### src/design/riscv_v_defines.svh
// Fixed VLEN of 128 and XLEN of 64
// Byte enable count follows from VLEN and the byte width
`ifndef RISCV_V_DEFINES_SVH
`define RISCV_V_DEFINES_SVH

// Vector and scalar data widths
`define RISCV_V_DATA_WIDTH 128
`define RISCV_DATA_WIDTH   64

// Register file geometry
`define RISCV_V_NUM_REGS   32
`define RISCV_V_ADDR_WIDTH 5

`define BYTE_WIDTH         8
`define RISCV_V_NUM_BYTES  (`RISCV_V_DATA_WIDTH / `BYTE_WIDTH)

`endif

### src/design/riscv_v_pkg.sv
// Shared enums for the vector execution slice
// Opcode set covers only the ops this slice implements
package riscv_v_pkg;

    // Ops for the arithmetic and permutation units
    typedef enum logic [2:0] {
        VADD    = 3'd0,
        VSUB    = 3'd1,
        VAND    = 3'd2,
        VOR     = 3'd3,
        VXOR    = 3'd4,
        VMV_S_X = 3'd5,
        VMV_X_S = 3'd6
    } riscv_v_opcode_e;

    // Element width, log2 of the byte count
    typedef enum logic [1:0] {
        OSIZE_8  = 2'd0,
        OSIZE_16 = 2'd1,
        OSIZE_32 = 2'd2,
        OSIZE_64 = 2'd3
    } riscv_v_osize_e;

    // Sequencer states for both execution units
    typedef enum logic [2:0] {
        IDLE      = 3'd0,
        READ_REQ  = 3'd1,
        READ_WAIT = 3'd2,
        WRITE_REQ = 3'd3,
        FINISH    = 3'd4
    } riscv_v_unit_state_e;

endpackage

### src/design/riscv_v_permutation_alu.sv
// Scalar input to integer-to-vector must already be sign-extended
// osize_vector is expected one-hot, otherwise results are ORed together
`include "riscv_v_defines.svh"
`timescale 1ns/1ps

module riscv_v_permutation_alu
    import riscv_v_pkg::*;
(
    input  logic                           is_i2v,
    input  logic                           is_v2i,
    input  logic [`RISCV_V_DATA_WIDTH-1:0] srca_data,
    input  logic [`RISCV_V_DATA_WIDTH-1:0] srcb_data,
    input  logic [3:0]                     osize_vector,
    output logic [`RISCV_DATA_WIDTH-1:0]   integer_data_out,
    output logic [`RISCV_V_DATA_WIDTH-1:0] vector_data_out
);

    logic [`RISCV_V_DATA_WIDTH-1:0] v2i_src;
    logic [`RISCV_DATA_WIDTH-1:0]   v2i_result [4];

    // Integer to vector, byte enables mask off the unused bytes later
    assign vector_data_out = srca_data & {`RISCV_V_DATA_WIDTH{is_i2v}};

    assign v2i_src = srcb_data & {`RISCV_V_DATA_WIDTH{is_v2i}};

    // Sign extension of element 0 for 8, 16 and 32 bit widths
    for (genvar w = 0; w < 3; w++) begin : g_v2i
        localparam int OW = `BYTE_WIDTH * (2 ** w);

        assign v2i_result[w] = {{(`RISCV_DATA_WIDTH - OW){v2i_src[OW-1]}}, v2i_src[OW-1:0]}
                             & {`RISCV_DATA_WIDTH{osize_vector[w]}};
    end

    // Full width element needs no extension
    assign v2i_result[3] = v2i_src[`RISCV_DATA_WIDTH-1:0]
                         & {`RISCV_DATA_WIDTH{osize_vector[OSIZE_64]}};

    always_comb begin
        integer_data_out = '0;
        for (int i = 0; i < 4; i++) begin
            integer_data_out |= v2i_result[i];
        end
    end

endmodule

### src/design/riscv_v_perm_unit.sv
// vmv.s.x and vmv.x.s only, always on element 0
// scalar_result holds its value until the next vmv.x.s
// A start while busy is ignored
`include "riscv_v_defines.svh"
`timescale 1ns/1ps

module riscv_v_perm_unit
    import riscv_v_pkg::*;
(
    input  logic                            clk,
    input  logic                            arst_n,
    input  logic                            start,
    input  riscv_v_opcode_e                 opcode,
    input  riscv_v_osize_e                  osize,
    input  logic [`RISCV_V_ADDR_WIDTH-1:0]  vd,
    input  logic [`RISCV_V_ADDR_WIDTH-1:0]  vs2,
    input  logic [`RISCV_DATA_WIDTH-1:0]    scalar_data,
    input  logic                            vrf_gnt,
    input  logic                            vrf_rvalid,
    input  logic [`RISCV_V_DATA_WIDTH-1:0]  vrf_rdata_b,
    output logic                            vrf_req,
    output logic                            vrf_we,
    output logic [`RISCV_V_ADDR_WIDTH-1:0]  vrf_raddr_b,
    output logic [`RISCV_V_ADDR_WIDTH-1:0]  vrf_waddr,
    output logic [`RISCV_V_DATA_WIDTH-1:0]  vrf_wdata,
    output logic [`RISCV_V_NUM_BYTES-1:0]   vrf_wbe,
    output logic                            done,
    output logic [`RISCV_DATA_WIDTH-1:0]    scalar_result
);

    riscv_v_unit_state_e            state;
    riscv_v_opcode_e                op_q;
    riscv_v_osize_e                 osize_q;
    logic [`RISCV_V_ADDR_WIDTH-1:0] vd_q;
    logic [`RISCV_V_ADDR_WIDTH-1:0] vs2_q;
    logic [`RISCV_DATA_WIDTH-1:0]   scalar_q;
    logic [`RISCV_V_DATA_WIDTH-1:0] scalar_ext;
    logic [3:0]                     osize_vector;
    logic [`RISCV_DATA_WIDTH-1:0]   alu_int_out;

    always_ff @(posedge clk or negedge arst_n) begin
        if (!arst_n) begin
            state <= IDLE;
        end else begin
            case (state)
                IDLE: begin
                    if (start) begin
                        state <= (opcode == VMV_S_X) ? WRITE_REQ : READ_REQ;
                    end
                end
                READ_REQ:  if (vrf_gnt) state <= READ_WAIT;
                READ_WAIT: if (vrf_rvalid) state <= FINISH;
                WRITE_REQ: if (vrf_gnt) state <= FINISH;
                default:   state <= IDLE;
            endcase
        end
    end

    always_ff @(posedge clk) begin
        if (state == IDLE && start) begin
            op_q     <= opcode;
            osize_q  <= osize;
            vd_q     <= vd;
            vs2_q    <= vs2;
            scalar_q <= scalar_data;
        end
        if (state == READ_WAIT && vrf_rvalid) begin
            scalar_result <= alu_int_out;
        end
    end

    // Width one-hot and low-byte enables for element 0
    assign osize_vector = 4'b0001 << osize_q;

    always_comb begin
        for (int i = 0; i < `RISCV_V_NUM_BYTES; i++) begin
            vrf_wbe[i] = (i < (1 << osize_q));
        end
    end

    assign scalar_ext = {{(`RISCV_V_DATA_WIDTH - `RISCV_DATA_WIDTH){scalar_q[`RISCV_DATA_WIDTH-1]}},
                         scalar_q};

    riscv_v_permutation_alu perm_alu_i (
        .is_i2v           (op_q == VMV_S_X),
        .is_v2i           (op_q == VMV_X_S),
        .srca_data        (scalar_ext),
        .srcb_data        (vrf_rdata_b),
        .osize_vector     (osize_vector),
        .integer_data_out (alu_int_out),
        .vector_data_out  (vrf_wdata)
    );

    assign vrf_req     = (state == READ_REQ) || (state == WRITE_REQ);
    assign vrf_we      = (state == WRITE_REQ);
    assign vrf_raddr_b = vs2_q;
    assign vrf_waddr   = vd_q;
    assign done        = (state == FINISH);

endmodule

### config.mk
export PLATFORM = sky130hd
export DESIGN_NAME = riscv_v_perm_unit
export DESIGN_NICKNAME = d
export VERILOG_FILES = /design/src/design/riscv_v_pkg.sv /design/src/design/riscv_v_permutation_alu.sv /design/src/design/riscv_v_perm_unit.sv
export VERILOG_INCLUDE_DIRS = /design/src /design/src/design
export SDC_FILE = /design/constraint.sdc
export NUM_CORES = 1
export LEC_CHECK = 0
export ABC_AREA = 1
export BUFFER_PORTS_ARGS = -buffer_cell sky130_fd_sc_hd__buf_2
export CAP_MARGIN = 20
export CORE_AREA = 2 2 170 172
export CTS_BUF_LIST = sky130_fd_sc_hd__clkbuf_8
export CTS_CLUSTER_DIAMETER = 50
export DETAILED_ROUTE_END_ITERATION = 10
export DIE_AREA = 0 0 172 174
export SYNTH_ARGS = -nofsm -noshare
export SYNTH_HDL_FRONTEND = slang
export SYNTH_SLANG_ARGS = --single-unit
export TNS_END_PERCENT = 100
### constraint.sdc
create_clock -name clk -period 10.48 [get_ports clk]
set_clock_uncertainty 0.05 [all_clocks]
set_input_delay 1.048 -clock clk [delete_from_list [all_inputs] [get_ports clk]]
set_output_delay 1.048 -clock clk [all_outputs]
set_load 0.005 [all_outputs]
-- Yosys cells after proc, flatten, opt, wreduce, memory -nomap -nowiden
Cells that the tools add are included.
- output and inout port bits: 221
- flip-flop bits (word level): 146
- input bits: 212
- logic and storage cells: 56
- shift-type cells: 2
- eq/ne operators: 11
- multiplexer cells: 6
- reduce and logical (&&, ||, !) cells: 5
- $lt $le $gt $ge: 16
- bitwise operators: 9
- operators by type and width (cell ; number):
    64-bit bitwise AND ; 5
    5-bit by 32-bit < comparator with 1-bit output, first input constant ; 8
    64-bit OR ; 3
    128-bit bitwise AND ; 1
    4-bit by 32-bit < comparator with 1-bit output, first input constant ; 4
    3-bit by 32-bit < comparator with 1-bit output, first input constant ; 2
    1-bit by 32-bit < comparator with 1-bit output, first input constant ; 1
    2-bit by 32-bit < comparator with 1-bit output, first input constant ; 1
    1-bit by 2-bit left shift with 32-bit output, first input constant ; 1
    3-bit equality test, second input constant ; 4
    3-bit 2-to-1 mux ; 4
    3-bit one-hot mux with 4 select lines ; 1
    2-bit inequality test, second input constant ; 4
    3-bit by 2-bit equality test with 1-bit output, second input constant ; 2
    4-bit AND reduction ; 1
    1-bit by 2-bit left shift with 4-bit output, first input constant ; 1
    3-bit by 1-bit equality test with 1-bit output, second input constant ; 1
    3-bit zero test ; 1
    1-bit logical AND ; 2
    2-bit 2-to-1 mux ; 1
    1-bit logical OR ; 1

-- Longest topological paths before layout
- depth after elaboration: 6
- mapped depth: 7
- gate-level depth less buffers: 7

-- Cells and area by module
A second synthesis with hierarchy kept.
- cells, all modules: 701
- area total of the unflattened synthesis: 6780.3 sq um
- modules (own cells, without submodules) (module ; area an instance (sq um) ; times used ; seq. area each (sq um) ; cells an instance):
    riscv_v_perm_unit ; 4668.2 ; 1 ; 4369.2 ; 206
    riscv_v_permutation_alu ; 2112.0 ; 1 ; 0.0 ; 495

-- Worst setup path before layout
Ideal clock, no wire load.
- path type: input to register
- start: in start
- end: reg op_q[0] (enable)
- stages on the path: 2
- arrival time: 4.386 ns
- required time: 9.913 ns
- slack: 5.528 ns
- buffers on the path: 0
- library setup time: 0.517 ns
- cells stage by stage: inv_1 nor2_1
- longest elaborated chain between the ends: 1
- ends and longest elaborated chain (what ; line ; RTL):
    start: declaration ; riscv_v_perm_unit.sv:12 ; input logic start,
    1-bit logical AND ; riscv_v_perm_unit.sv:60 ; if (state == IDLE && start) begin
    end signal: assignment ; riscv_v_perm_unit.sv:61 ; op_q <= opcode;
    end: declaration ; riscv_v_perm_unit.sv:32 ; riscv_v_opcode_e op_q;
Every way passes these cells.
A chain may end at the register's enable or synchronous reset.

-- Worst setup path in the final report
- start: reg op_q[1]
- end: out vrf_wdata[87]
- longest elaborated chain between the ends: 2
- ends and longest elaborated chain (what ; line ; RTL):
    3-bit equality test ; riscv_v_perm_unit.sv:85 ; .is_i2v (op_q == VMV_S_X),
    128-bit bitwise AND ; riscv_v_permutation_alu.sv:22 ; assign vector_data_out = srca_data & {`RISCV_V_DATA_WIDTH{is_i2v}};
    end: declaration ; riscv_v_perm_unit.sv:25 ; output logic [`RISCV_V_DATA_WIDTH-1:0] vrf_wdata,
Every way passes these cells.

==> impl_metrics.csv <==
group,metric,value,unit
yosys,ys_types,22,
floorplanning,core.rowCount,62,
power_and_ir_drop,comb_power_share,0.207,
cts,cts_hold_buf,0,
routing,num_vias,4891,
timing,finalSetupViolations,0,
setup_path,crit_type,"reg2out",
yosys,syn_area,6420,sq um
yosys,synth_edf_count,143,
setup_path,worstSetupStartpoint,"op_q[1]$_DFFE_PP_",
place,preCtsSetupSlack,7.366,ns
power_and_ir_drop,sw_frac_of_total,0.2876,
cells_and_area,post_route_cells_drive_above_1_share,0.4749,
yosys,synth_ff_type,"edfxtp_1",
setup_path,slowest_delay,0.79,ns
cts,post_cts_buffers,0,
routing,wl_per_cell,14.43,microns
power_and_ir_drop,seq_power_share,0.481,
timing,slew_viol_final,0,
global_route,grt_pass1_vias,4722,
global_route,grt.overflow.total,0,
power_and_ir_drop,max-vdd-ir-drop,0.06856,mV
routing,drt-pass1-iter-count,4,
power_and_ir_drop,switchingPower,0.4903,mW
timing,fin_crit_sh,0.3345,
timing,worstMarginPinSlew,0.9635,ns
timing,fmax,285.3,MHz
yosys,yosysTopAreaCell,"edfxtp_1",
yosys,async_flop_share,0.02055,
timing,rsz0062_at_grt,"false",
routing,via_per_inst,3.929,
floorplanning,start_util,0.2274,
timing,setup_tns,0,ns
floorplanning,die_h,174,microns
place,port_buffers,359,
cts,cts_buffer_depth,2,
timing,setup_ws,6.975,ns
place,dp.final_hpwl,12900,microns
place,dpl.cell_count,1209,
cells_and_area,final_cells,1245,
yosys,syn_avg_cell_area,11.48,sq um
setup_path,worstReg2RegStart,"op_q[0]$_DFFE_PP_",
floorplanning,fp.dieW,172,microns
setup_path,cp_max_fo,65,
yosys,synth_commonest_cells,"edfxtp_1, nor2_1, inv_1, buf_4, nand3_1",
floorplanning,core,28240,sq um
yosys,yosys.area.top_type_share,0.6689,
global_route,grt_pass1_wl,25880,microns
setup_path,cp_slowest_cell,"nor2_4",
setup_path,crit_path_start_kind,"flip-flop",
cts,cts_made_buffers,17,
cts,cts_max_level,4,
timing,hold_violations,0,
cells_and_area,final.fill_count,3012,
worst_hold_path,holdCritPathClass,"in2async",
power_and_ir_drop,leakage,4.352,nW
cells_and_area,syn_to_final_growth,33.50,%
cells_and_area,final_nets,1056,
cts,cts_tree,"done",
setup_path,crit_arrival,2.41,ns
routing,detail_route.wirelength,17970,microns
place,place_congestion,0.7112,
cts,clk_latency,0.45,ns
floorplanning,boundaryPins,433,
cts,cts_root_buf,"clkbuf_8",
power_and_ir_drop,clkPwrFrac,0.312,
setup_path,required,9.38,ns
yosys,seq_area_frac_synth,0.6806,
setup_path,path_cells,"nand3b_1 > buf_4 > nor2_4 > buf_2",
yosys,synth_area_leaders,"edfxtp_1, buf_4, nor2_1, nand3_1, inv_1",
timing,fin_crit,3.505,ns
routing,ant_nets,0,
yosys,ys_warn_count,0,
timing,maxSlewHeadroom,0.3577,
setup_path,rrSetupSlack,7.64,ns
power_and_ir_drop,p_per_area,198.9,nW/um^2
cts,cts_sinks,146,
cts,cts-resized-gates,0,
routing,drcViolationCount,0,
run,maxCapViolCount,0,
global_route,antenna_found_initial,7,
routing,drt_iter0_drc,180,
cells_and_area,finalCoreUtilization,0.3035,
yosys,syn_inst,559,
global_route,grt_usage,0.1159,
global_route,grt_max_degree,66,
floorplanning,die_area,29930,sq um
yosys,synth.most_common_cell,"edfxtp_1",
yosys,synth-seq-cells,146,
cts,clk_pin_slew,0.09,ns
setup_path,end_kind,"output port",
power_and_ir_drop,cell_internal_pwr,1.215,mW
run_status,status,"completed",
==> metrics by stage <==
stage          total power [mW]  instance area (sq um)  hold WS (ns)
2_1_floorplan             1.061                   6446        0.4625
3_3_place_gp              1.188                   8083        0.5053
3_5_place_dp              1.200                   8083        0.5009
4_1_cts                   1.743                   8561        0.2765
5_1_grt                   1.808                   8566        0.2804
6_report                  1.705                   8571        0.3312
==> kinds of logic (layout without fill, tap and decap cells) <==
| kind of cell | after synthesis | in the layout | share of synthesized area |
|---|---|---|---|
| simple gates | 217 | 217 | 0.1553 |
| other cells | 2 | 13 | 0.001170 |
| compound gates | 2 | 2 | 0.001558 |
| flops | 146 | 146 | 0.6806 |
| buf+inv | 192 | 483 | 0.1614 |
==> cell usage in the layout, fill, tap and decap left out <==
| cell | n |
|---|---|
| diode_2 | 4 |
| clkbuf_8 | 24 |
| clkinv_1 | 1 |
| bufinv_16 | 4 |
| inv_1 | 82 |
| nor2_4 | 4 |
| nand3b_1 | 2 |
| buf_4 | 6 |
| nand3_1 | 61 |
| o21ai_0 | 1 |
| nor2_1 | 81 |
| conb_1 | 9 |
| buf_2 | 359 |
| nand2_1 | 33 |
| nand3_2 | 2 |
| dfrtp_1 | 3 |
| clkinvlp_4 | 2 |
| edfxtp_1 | 143 |
| a21oi_1 | 1 |
| clkinv_4 | 1 |
| nor3_1 | 1 |
| nand2_2 | 1 |
| inv_2 | 4 |
| nand4_1 | 32 |
==> final timing paths <==
path	end	cells past startpoint
hold reg to reg	state[1]$_DFFE_PN0P_	2
hold / removal	state[0]$_DFFE_PN0P_	1
max in group asynchronous	state[1]$_DFFE_PN0P_	1
setup reg to reg	scalar_result[24]$_DFFE_PP_	6
setup / recovery	vrf_wdata[87]	4
min in group clk	state[1]$_DFFE_PN0P_	2
==> state kept, by name, summed over array words and instances, names as in the netlist <==
| register | flops |
|---|---|
| vrf_waddr | 5 |
| scalar_result | 64 |
| osize_q | 2 |
| scalar_q | 64 |
| state | 3 |
| vrf_raddr_b | 5 |
| op_q | 3 |
==> worst max-delay path, delay by kind of cell, from the launching register on <==
family | cells | cell delay, ns
buffers and inverters | 2 | 0.56
AND/OR/NAND/NOR | 2 | 0.96
flip-flops | 1 | 0.39
==> power groups by stage <==
stage | combinational [mW] | sequential (mW) | clock [mW]
3_3_place_gp | 0.358 | 0.830 | 0
3_5_place_dp | 0.365 | 0.835 | 0
2_1_floorplan | 0.216 | 0.845 | 0
5_1_grt | 0.403 | 0.831 | 0.574
6_report | 0.353 | 0.820 | 0.532
4_1_cts | 0.365 | 0.822 | 0.555
==> area by class of cell <==
cell class	count	area, sq um	area share
inverter	86	322.8	0.03766
tap	384	480.5	0.05606
antenna	4	10.01	0.001168
sequential	146	4369	0.5098
multi-input combinational	228	1069	0.1247
timing repair buffer	365	1842	0.2149
clock inverter	8	147.6	0.01723
clock buffer	24	330.3	0.03854
==> metal layers <==
layer / part of all wire / track usage
met5: 0.0021 / 0
met4: 0.014 / 0.03922
met3: 0.12 / 0.05783
met2: 0.49 / 0.2008
met1: 0.38 / 0.1211
Note: power is estimated with default switching activity, not from simulation.
