**config.mk**
```make
export PLATFORM = sky130hd
export DESIGN_NAME = riscv_v_vrf_arbiter
export DESIGN_NICKNAME = d
export VERILOG_FILES = /design/src/design/riscv_v_vrf_arbiter.sv
export VERILOG_INCLUDE_DIRS = /design/src /design/src/design
export SDC_FILE = /design/constraint.sdc
export NUM_CORES = 1
export LEC_CHECK = 0
export BUFFER_PORTS_ARGS = -buffer_cell sky130_fd_sc_hd__buf_2
export CORE_AREA = 10 10 247 249
export CTS_CLUSTER_SIZE = 24
export DETAILED_ROUTE_END_ITERATION = 7
export DIE_AREA = 0 0 257 259
export PLACE_DENSITY_LB_ADDON = 0.05
export SETUP_SLACK_MARGIN = 0.15
export SLEW_MARGIN = 20
export SYNTH_ARGS = -nofsm -noshare
export SYNTH_HDL_FRONTEND = slang
export SYNTH_SLANG_ARGS = --single-unit
```
**constraint.sdc**
```tcl
create_clock -name clk -period 5.1 [get_ports clk]
set_input_delay 0.51 -clock clk [delete_from_list [all_inputs] [get_ports clk]]
set_output_delay 0.51 -clock clk [all_outputs]
set_load 0.01 [all_outputs]
```
**src/design/riscv_v_defines.svh**
```systemverilog
// Fixed VLEN of 128 and XLEN of 64
// Byte enable count follows from VLEN and the byte width
`ifndef RISCV_V_DEFINES_SVH
`define RISCV_V_DEFINES_SVH

// Vector and scalar data widths
`define RISCV_V_DATA_WIDTH 128
`define RISCV_DATA_WIDTH   64

// Register file geometry
`define RISCV_V_NUM_REGS   32
`define RISCV_V_ADDR_WIDTH 5

`define BYTE_WIDTH         8
`define RISCV_V_NUM_BYTES  (`RISCV_V_DATA_WIDTH / `BYTE_WIDTH)

`endif

```
**src/design/riscv_v_vrf_arbiter.sv**
```systemverilog
// Grant is combinational in the request cycle, one client at a time
// Search starts at the client after the last winner
// rvalid marks the cycle after a granted read
`include "riscv_v_defines.svh"
`timescale 1ns/1ps

module riscv_v_vrf_arbiter #(
    parameter int NUM_CLIENTS = 3
) (
    input  logic                                            clk,
    input  logic                                            arst_n,
    input  logic [NUM_CLIENTS-1:0]                          req,
    input  logic [NUM_CLIENTS-1:0]                          we,
    input  logic [NUM_CLIENTS-1:0][`RISCV_V_ADDR_WIDTH-1:0] raddr_a,
    input  logic [NUM_CLIENTS-1:0][`RISCV_V_ADDR_WIDTH-1:0] raddr_b,
    input  logic [NUM_CLIENTS-1:0][`RISCV_V_ADDR_WIDTH-1:0] waddr,
    input  logic [NUM_CLIENTS-1:0][`RISCV_V_DATA_WIDTH-1:0] wdata,
    input  logic [NUM_CLIENTS-1:0][`RISCV_V_NUM_BYTES-1:0]  wbe,
    output logic [NUM_CLIENTS-1:0]                          gnt,
    output logic [NUM_CLIENTS-1:0]                          rvalid,
    output logic                                            vrf_we,
    output logic [`RISCV_V_ADDR_WIDTH-1:0]                  vrf_waddr,
    output logic [`RISCV_V_DATA_WIDTH-1:0]                  vrf_wdata,
    output logic [`RISCV_V_NUM_BYTES-1:0]                   vrf_wbe,
    output logic [`RISCV_V_ADDR_WIDTH-1:0]                  vrf_raddr_a,
    output logic [`RISCV_V_ADDR_WIDTH-1:0]                  vrf_raddr_b
);

    localparam int IW = $clog2(NUM_CLIENTS);

    logic [IW-1:0] ptr;
    logic [IW-1:0] win;
    logic          any_gnt;

    always_comb begin : grant
        int   idx;
        logic found;
        gnt   = '0;
        win   = ptr;
        found = 1'b0;
        for (int k = 0; k < NUM_CLIENTS; k++) begin
            idx = (int'(ptr) + k) % NUM_CLIENTS;
            if (!found && req[idx]) begin
                gnt[idx] = 1'b1;
                win      = IW'(idx);
                found    = 1'b1;
            end
        end
    end

    assign any_gnt = |gnt;

    always_ff @(posedge clk or negedge arst_n) begin
        if (!arst_n) begin
            ptr    <= '0;
            rvalid <= '0;
        end else begin
            if (any_gnt) begin
                ptr <= (win == IW'(NUM_CLIENTS - 1)) ? '0 : win + 1'b1;
            end
            // Read winner, seen again when the data comes back
            rvalid <= gnt & ~we;
        end
    end

    assign vrf_we      = any_gnt & we[win];
    assign vrf_waddr   = waddr[win];
    assign vrf_wdata   = wdata[win];
    assign vrf_wbe     = wbe[win];
    assign vrf_raddr_a = raddr_a[win];
    assign vrf_raddr_b = raddr_b[win];

endmodule

```
* Yosys cells after proc, flatten, opt, wreduce, memory -nomap -nowiden *
Index checks and enable logic that the tools add are counted.

storage, ports and cells
  word-level logic and storage cells = 65
  flip-flop bits (word level) = 5
  input port bits = 485
  output and inout bits = 166

operators by class
  $add $sub $neg = 3
  reductions and logical operators = 8
  divide/modulo/power cells = 3
  $lt $le $gt $ge = 7
  equality and inequality tests = 1
  multiplexer cells = 36
  bitwise logic cells = 5

operators by type and width
  kind                     number
  $bmux W128 S2            1
  $mux W128                1
  $ge A32 B1 Y1 const B    3
  $lt A32 B4 Y1 const B    3
  $mod A32 B3 Y32 const B  2
  $bmux W16 S2             1
  $mod A3 B3 Y32 const B   1
  $bmux W5 S2              3
  $mux W16                 1
  $mux W5                  3
  $mux W1                  12
  $mux W3                  3
  $bmux W1 S2              4
  $mux W2                  4
  $demux W1 S2             3
  $or A3 B3 Y3             2
  $logic_and A1 B1 Y1      5
  $add A2 B1 Y3 const B    1
  $add A2 B2 Y3 const B    1
  $and A3 B3 Y3            1
  $lt A2 B3 Y1 const B     1
  $not A3 Y3               1
  $reduce_or A3 Y1         1
  $add A2 B1 Y2 const B    1
  3 further kinds          4

* Logic depth before layout (Yosys ltp) *
Gate-level depths: netlist of run 1.

  word-level depth = 14
  gate-level depth with buffers = 12

* Worst setup path after synthesis of run 1 *
OpenSTA, ideal clock, no wires.

  kind = register to output
  from = register ptr[0]
  to = output port vrf_we
  path slack = 2.237 ns
  arrival time = 2.353 ns
  stages on the path, launching flop included = 11
  required time = 4.590 ns
  cells stage by stage = dfrtp_1 -> inv_1 -> ha_1 -> buf_2 -> nor4b_1 -> nor3_1 -> a31oi_1 -> buf_2 -> buf_6 -> or2_1 -> a31oi_1

on the way
  longest elaborated chain between the ends = 14
  elaborated cells between the ends (all ways) = 47
  those cells by class = 2 x add/sub; 3 x div; 6 x order compare; 25 x mux; 3 x bitwise; 8 x reduce/logical

RTL lines
  item                                                      RTL line                   RTL
  from (decl)                                               riscv_v_vrf_arbiter.sv:31  logic [IW-1:0] ptr;
  from (signal assigned)                                    riscv_v_vrf_arbiter.sv:59  ptr <= (win == IW'(NUM_CLIENTS - 1)) ? '0 : win + 1'b1;
  branches (longest 13 deep; another with $mod A32 B3 Y32)  n/a
  $and A1 B1 Y1 *                                           riscv_v_vrf_arbiter.sv:66  assign vrf_we = any_gnt & we[win];
  to (decl)                                                 riscv_v_vrf_arbiter.sv:21  output logic vrf_we,

Mark *: on every way between the ends. The select of a mux whose other input is x is not followed.

* Worst setup path after layout of run 1 *
  from = register ptr[0]
  to = output port vrf_raddr_a[4]

on the way
  longest elaborated chain between the ends = 13
  elaborated cells between the ends (all ways) = 25
  those cells by class = 2 x add/sub; 3 x div; 16 x mux; 4 x reduce/logical

RTL lines
  item                                                      RTL line                   RTL
  branches (longest 10 deep; another with $mod A32 B3 Y32)  n/a
  $mux W2 *                                                 riscv_v_vrf_arbiter.sv:43  if (!found && req[idx]) begin
  $bmux W5 S2 *                                             riscv_v_vrf_arbiter.sv:70  assign vrf_raddr_a = raddr_a[win];
  $mux W5 (implied by the code) *                           riscv_v_vrf_arbiter.sv:70
  to (decl)                                                 riscv_v_vrf_arbiter.sv:25  output logic [`RISCV_V_ADDR_WIDTH-1:0] vrf_raddr_a,

Marked as above.

==> flow_metrics.tcl, run 1 <==
set metrics [dict create \
    die-area_mm2 0.06656 \
    insertion_delay_ns 0.23 \
    p_seq_share_pct 1.2 \
    register_area_um2 125.1 \
    fin_crit_ns 3.996 \
    cp-end-kind "primary output" \
    multi_input_area_mm2 0.003471 \
    min_path_type "input pin to async pin" \
    dp_hpwl_um 37250 \
    postCtsSetupBuffers 0 \
    rows 87 \
    boundaryPins 651 \
    first_global_vias 7466 \
    drive_gt1_share_pct 55.23 \
    yosysWarnings 0 \
    die_w_um 257 \
    ir_drop_mv 0.4718 \
    async_flop_share_pct 100.0 \
    nFillCells 6665 \
    cts_sinks 5 \
    drc 0 \
    run_status "completed" \
    ys_seq_area_share_pct 3.184 \
    p_comb_share_pct 96.7 \
    synth.top_cell.area_share_pct 41.52 \
    fin_worst_skew_ns 0.0003362 \
    firstDrtPassIters 4 \
    relSlewSlack_pct 54.82 \
    finalHoldViolCount 0 \
    switchingPower_mw 3.617 \
    coreArea_mm2 0.05595 \
    finalMaxSlewViolations 0 \
    cp_data_required_time_ns 4.59 \
    cts.htree.levels 1 \
    drt_iter0_drc 239 \
    p_int_mw 2.523 \
    critical_path_class "flop to primary output" \
    antenna_found_initial 41 \
    grt_pass1_wl_um 57750 \
    worst_slew_pin_slew_ns 0.6777 \
    pre_cts_ws_ns 1.238 \
    synthCells 606 \
    setup_ws_ns 1.104 \
    io_buffers 650 \
    ys.flop_type "dfrtp_1" \
    critPathArrivalTime_ns 3.49 \
    timing.final.crit_share_pct 78.34 \
    synth_area_leader_cell "mux2i_1" \
    wl_per_cell_um 21.61 \
    syn_area_per_cell_um2 6.485 \
    power_mw 6.140 \
    die_h_um 259 \
    synth_area_mm2 0.003930 \
    hold_buffers 0 \
    p_per_area_mw_per_mm2 761.4 \
    gr-usage-all-layers_pct 11.85 \
    wl_um 42790 \
    worstPathMaxFanout 28 \
    ant_nets 0 \
    synth_fp_nets 1095 \
    place_congestion 0.8185 \
    yosys_register_bits 5 \
    grt_max_degree 107 \
    clkPwrFrac_pct 2.1 \
    p_sw_share_pct 58.90 \
    cts_resized 0 \
    worst_setup_path_start_kind "flop" \
    maxCapViolCount 0 \
    avgViaCountPerCell 3.474 \
    setup-violations-final 0 \
    leakagePower_nw 4.403 \
    start_util_pct 7.024 \
    rsz0062_at_grt "no" \
    fmax_mhz 250.3 \
    ys_types 38 \
    synth_area_leaders "mux2i_1 42%, nand2_1 16%, o21ai_1 12%" \
    final_nets 1705 \
    synth_edf_count 0 \
    tritoncts "done" \
    clk_pin_slew_ns 0.03 \
    numCtsBuffers 3 \
    overflow 0 \
    area_growth_pct 105.2 \
    cts_buffer_depth 2 \
    ys_top_cells_by_count "164 x nand2_1, 163 x mux2i_1, 98 x o21ai_1" \
    fin_cells 1980 \
    place_inst 1967 \
    synth.most_common_cell "nand2_1" \
    tns_ns 0 \
    vias 6878 \
    root_buffer "clkbuf_16" \
]
## power by group through the flow
stage,registers [mW],clock network (mW),logic (mW)
after floorplan,0.0732,0,3.70
after global placement,0.0718,0,6.30
after detailed placement,0.0715,0,6.17
after CTS,0.0719,0.131,6.18
after global routing,0.0743,0.136,6.55
final,0.0721,0.128,5.94
## placed cells by master (no fill, tap or decap), types with 2 or more instances in the layout
| cell | instances |
|---|---|
| nand2_1 | 163 |
| nor2_1 | 4 |
| buf_2 | 650 |
| mux2i_1 | 163 |
| diode_2 | 9 |
| inv_1 | 6 |
| o21ai_0 | 64 |
| mux2_2 | 2 |
| dfrtp_1 | 5 |
| buf_12 | 5 |
| nor2b_1 | 7 |
| a31oi_1 | 4 |
| clkbuf_16 | 3 |
| nor3_1 | 4 |
| buf_4 | 6 |
| o21ai_1 | 98 |
| ha_1 | 4 |
| nand3_1 | 3 |
## cell families after synthesis
group           synth area share [%]
buf+inv                        9.073
simple gates                   20.22
compound gates                 23.88
mux                            42.37
fa+ha+maj                      1.274
flops                          3.184
## worst paths after layout
kind / from / to / slack (ns) / cells past startpoint
worst max-delay path: ptr[0] / vrf_raddr_a[4] / 1.10 / 9
min in group clk: we[0] / rvalid[0] / 0.47 / 2
worst max register to register: ptr[1] / ptr[1] / 2.15 / 8
worst min register to register: ptr[1] / ptr[1] / 0.61 / 1
worst min-delay path: arst_n / rvalid[2] / 0.09 / 1
max in group asynchronous: arst_n / rvalid[1] / 4.88 / 1
## metal layers
| metal | wire length [um] | global-route usage (%) | part of all wire (%) |
|---|---|---|---|
| met2 | 23110 | 23.70 | 54 |
| met1 | 14310 | 10.96 | 33 |
| met5 | 176 | 0 | 0.41 |
| met4 | 314 | 0.6574 | 0.73 |
| met3 | 4884 | 5.938 | 11 |
## critical path: stages, from the launching register on
cell and delay (ns):
dfrtp_1 0.43, inv_1 0.11, ha_1 0.49, nand4bb_1 0.28, a211o_1 0.36, a31oi_4 0.37
buf_4 0.52, mux2i_1 0.38, o21ai_0 0.12, buf_2 0.16
## cell type report
class | instances | share of cell area (%)
multi-input cells | 539 | 43.04
repair buffers | 661 | 42.14
well taps | 756 | 11.73
flip-flops and latches | 5 | 1.552
clock buffers | 4 | 0.9775
inverters | 6 | 0.2793
diodes | 9 | 0.2793
## stage by stage
step,util [%],area (um^2),hold WS (ns)
finish,14.41,8064,0.09160
global placement,14.23,7963,0.3405
global route,14.38,8044,0.09196
floorplan,-,3930,0.2144
CTS,14.37,8041,0.09438
detailed placement,14.23,7963,0.3341
## sequential cells by signal, indices dropped and copies added, names as in the netlist
register / count
rvalid: 3
ptr: 2
(Power assumes the default switching activity.)
==> inputs of run 2 (changes only) <==
- CORE_AREA: 10 10 247 249 -> 10 10 248 250
- DIE_AREA: 0 0 257 259 -> 0 0 258 260
- clock period: 5.1 -> 3.7 ns (I/O delays scaled with it)
==> run 2 against run 1 <==
Against the previous run: flip-flop and latch count unchanged; sequential power up 53%; count of clock-buffer cells in the layout unchanged; clock skew about the same; power up 57%; final cell count up 1.0%; critical path depth up 3.
==> flow_metrics.tcl, run 2 (same netlist as run 1, synthesis figures left out) <==
set metrics [dict create \
    die_h_um 260 \
    run_status "completed" \
    p_int_mw 4.288 \
    crit_slowest_cell "dfrtp_2" \
    clkPwrFrac_pct 1.8 \
    boundaryPins 651 \
    fin_crit_ns 3.376 \
    place_area_mm2 0.008208 \
    cts.htree.levels 1 \
    start_util_pct 6.983 \
    overflow 0 \
    root_buffer "clkbuf_16" \
    crit_chain "inv_2 -> ha_4 -> mux2_2 -> mux2i_4 -> a32oi_4 -> a311oi_4 -> buf_4 -> buf_12 -> buf_12 -> nand2_1 -> o21ai_2 -> buf_2" \
    antenna_found_initial 39 \
    firstDrtPassIters 4 \
    dp_hpwl_um 39630 \
    worst_setup_path_start_kind "flop" \
    drt_iter0_drc 260 \
    setup-violations-final 0 \
    place_congestion 0.7821 \
    fin_worst_skew_ns 0.0002190 \
    layout_commonest_cell "buf_2" \
    tns_ns 0 \
    power_mw 9.619 \
    die_w_um 258 \
    worstPathMaxFanout 30 \
    multi_input_area_mm2 0.003555 \
    worst_slew_pin_slew_ns 0.3250 \
    critPathArrivalTime_ns 3.01 \
    io_buffers 650 \
    pre_cts_ws_ns 0.1295 \
    p_per_area_mw_per_mm2 1122 \
    clk_pin_slew_ns 0.03 \
    cp-end-kind "primary output" \
    mostFrequentLayoutCells "650 x buf_2, 163 x nand2_1, 161 x mux2i_1, 97 x o21ai_1, 64 x o21ai_0" \
    rows 87 \
    cp_data_required_time_ns 3.33 \
    die-area_mm2 0.06708 \
    grt_pass1_wl_um 61260 \
    register_area_um2 126.4 \
    insertion_delay_ns 0.23 \
    regMostFlops "rvalid" \
    wl_per_cell_um 22.85 \
    largest_reg_flops 3 \
    drc 0 \
    wl_um 45710 \
    maxCapViolCount 0 \
    area_growth_pct 118.2 \
    p_comb_share_pct 97.0 \
    setup_ws_ns 0.3244 \
    cts_buffer_depth 2 \
    final_nets 1732 \
    cts_sinks 5 \
    relSlewSlack_pct 77.71 \
    rsz0062_at_grt "no" \
    tritoncts "done" \
    finalHoldViolCount 0 \
    critical_path_class "flop to primary output" \
    grt_max_degree 36 \
    switchingPower_mw 5.332 \
    nFillCells 6675 \
    ir_drop_mv 0.4354 \
    cpMostUsedCell "buf_12" \
    gr-usage-all-layers_pct 12.54 \
    fin_area_mm2 0.008577 \
    leakagePower_nw 4.637 \
    numCtsBuffers 3 \
    first_global_vias 7745 \
    p_sw_share_pct 55.43 \
    avgViaCountPerCell 3.558 \
    fmax_mhz 296.2 \
    min_path_type "input pin to flop" \
    finalMaxSlewViolations 0 \
    coreArea_mm2 0.05628 \
    top_regs "rvalid x3, ptr x2" \
    ant_nets 0 \
    drive_gt1_share_pct 57.25 \
    timing.final.crit_share_pct 91.23 \
    vias 7115 \
    crit_path_max_incr_delay_ns 0.47 \
    p_seq_share_pct 1.1 \
]
[run 2: changes by cell type in the layout (fill, tap and decap cells not counted), sizes merged]
| cell | delta |
|---|---|
| buf | +22 |
| bufbuf | +4 |
| diode | -7 |
| dlygate4sd3 | +1 |
[run 2: worst max-delay path, delay by kind of cell (launching register included)]
family	cells	cell delay, ns
buf+inv	5	0.82
simple gates	1	0.10
compound gates	3	0.57
mux	2	0.59
fa+ha+maj	1	0.19
flops	1	0.47
[run 2: stage by stage]
| stage | hold WS [ns] | cells | utilization (%) |
|---|---|---|---|
| 2_1_floorplan | 0.07441 | 606 | - |
| 3_3_place_gp | 0.1997 | 1983 | 14.58 |
| 3_5_place_dp | 0.1929 | 1983 | 14.58 |
| 4_1_cts | 0.3451 | 1997 | 15.10 |
| 5_1_grt | 0.3543 | 1998 | 15.23 |
| 6_report | 0.3373 | 2000 | 15.24 |
[run 2: metal layers]
layer / vias to the layer above / part of all wire, % / track usage (%)
li1: 3420 / - / -
met1: 3142 / 34 / 11.94
met4: 26 / 0.86 / 0.4901
met2: 451 / 54 / 25.00
met5: - / 0.35 / 0
met3: 76 / 11 / 5.946
[run 2: power groups by stage]
| stage | combinational, mW | clock [mW] | sequential (mW) |
|---|---|---|---|
| after floorplan | 5.11 | 0 | 0.101 |
| after global placement | 9.19 | 0 | 0.0997 |
| after detailed placement | 9.01 | 0 | 0.100 |
| after CTS | 9.58 | 0.182 | 0.101 |
| after global routing | 10.2 | 0.186 | 0.114 |
| final | 9.33 | 0.177 | 0.110 |
[run 2: path summary, 6_finish.rpt]
path / from / to / slack (ns) / depth (start not counted)
setup / recovery: ptr[0] / vrf_wdata[111] / 0.32 / 12
hold reg to reg: ptr[1] / ptr[1] / 0.67 / 1
min in group asynchronous: arst_n / rvalid[0] / 0.53 / 2
hold / removal: we[2] / rvalid[2] / 0.34 / 2
setup reg to reg: ptr[1] / ptr[1] / 0.98 / 9
max in group asynchronous: arst_n / ptr[0] / 3.02 / 2
[run 2: area by class of cell]
cell class	instances	area share (%)
Antenna cell	2	0.05835
Clock buffer	4	0.9190
Timing Repair Buffer	688	44.81
Tap cell	756	11.03
Multi-Input combinational cell	539	41.44
Inverter	6	0.2626
Sequential cell	5	1.473
[run 2: repair_timing]
item	in CTS	in global routing
gates cloned	4	0
gates resized for setup	7	13
endpoints found under the setup margin	112	155
pin swaps	2	1
setup buffers	5	1
hold buffers	1	0
hold endpoints to repair	5	0
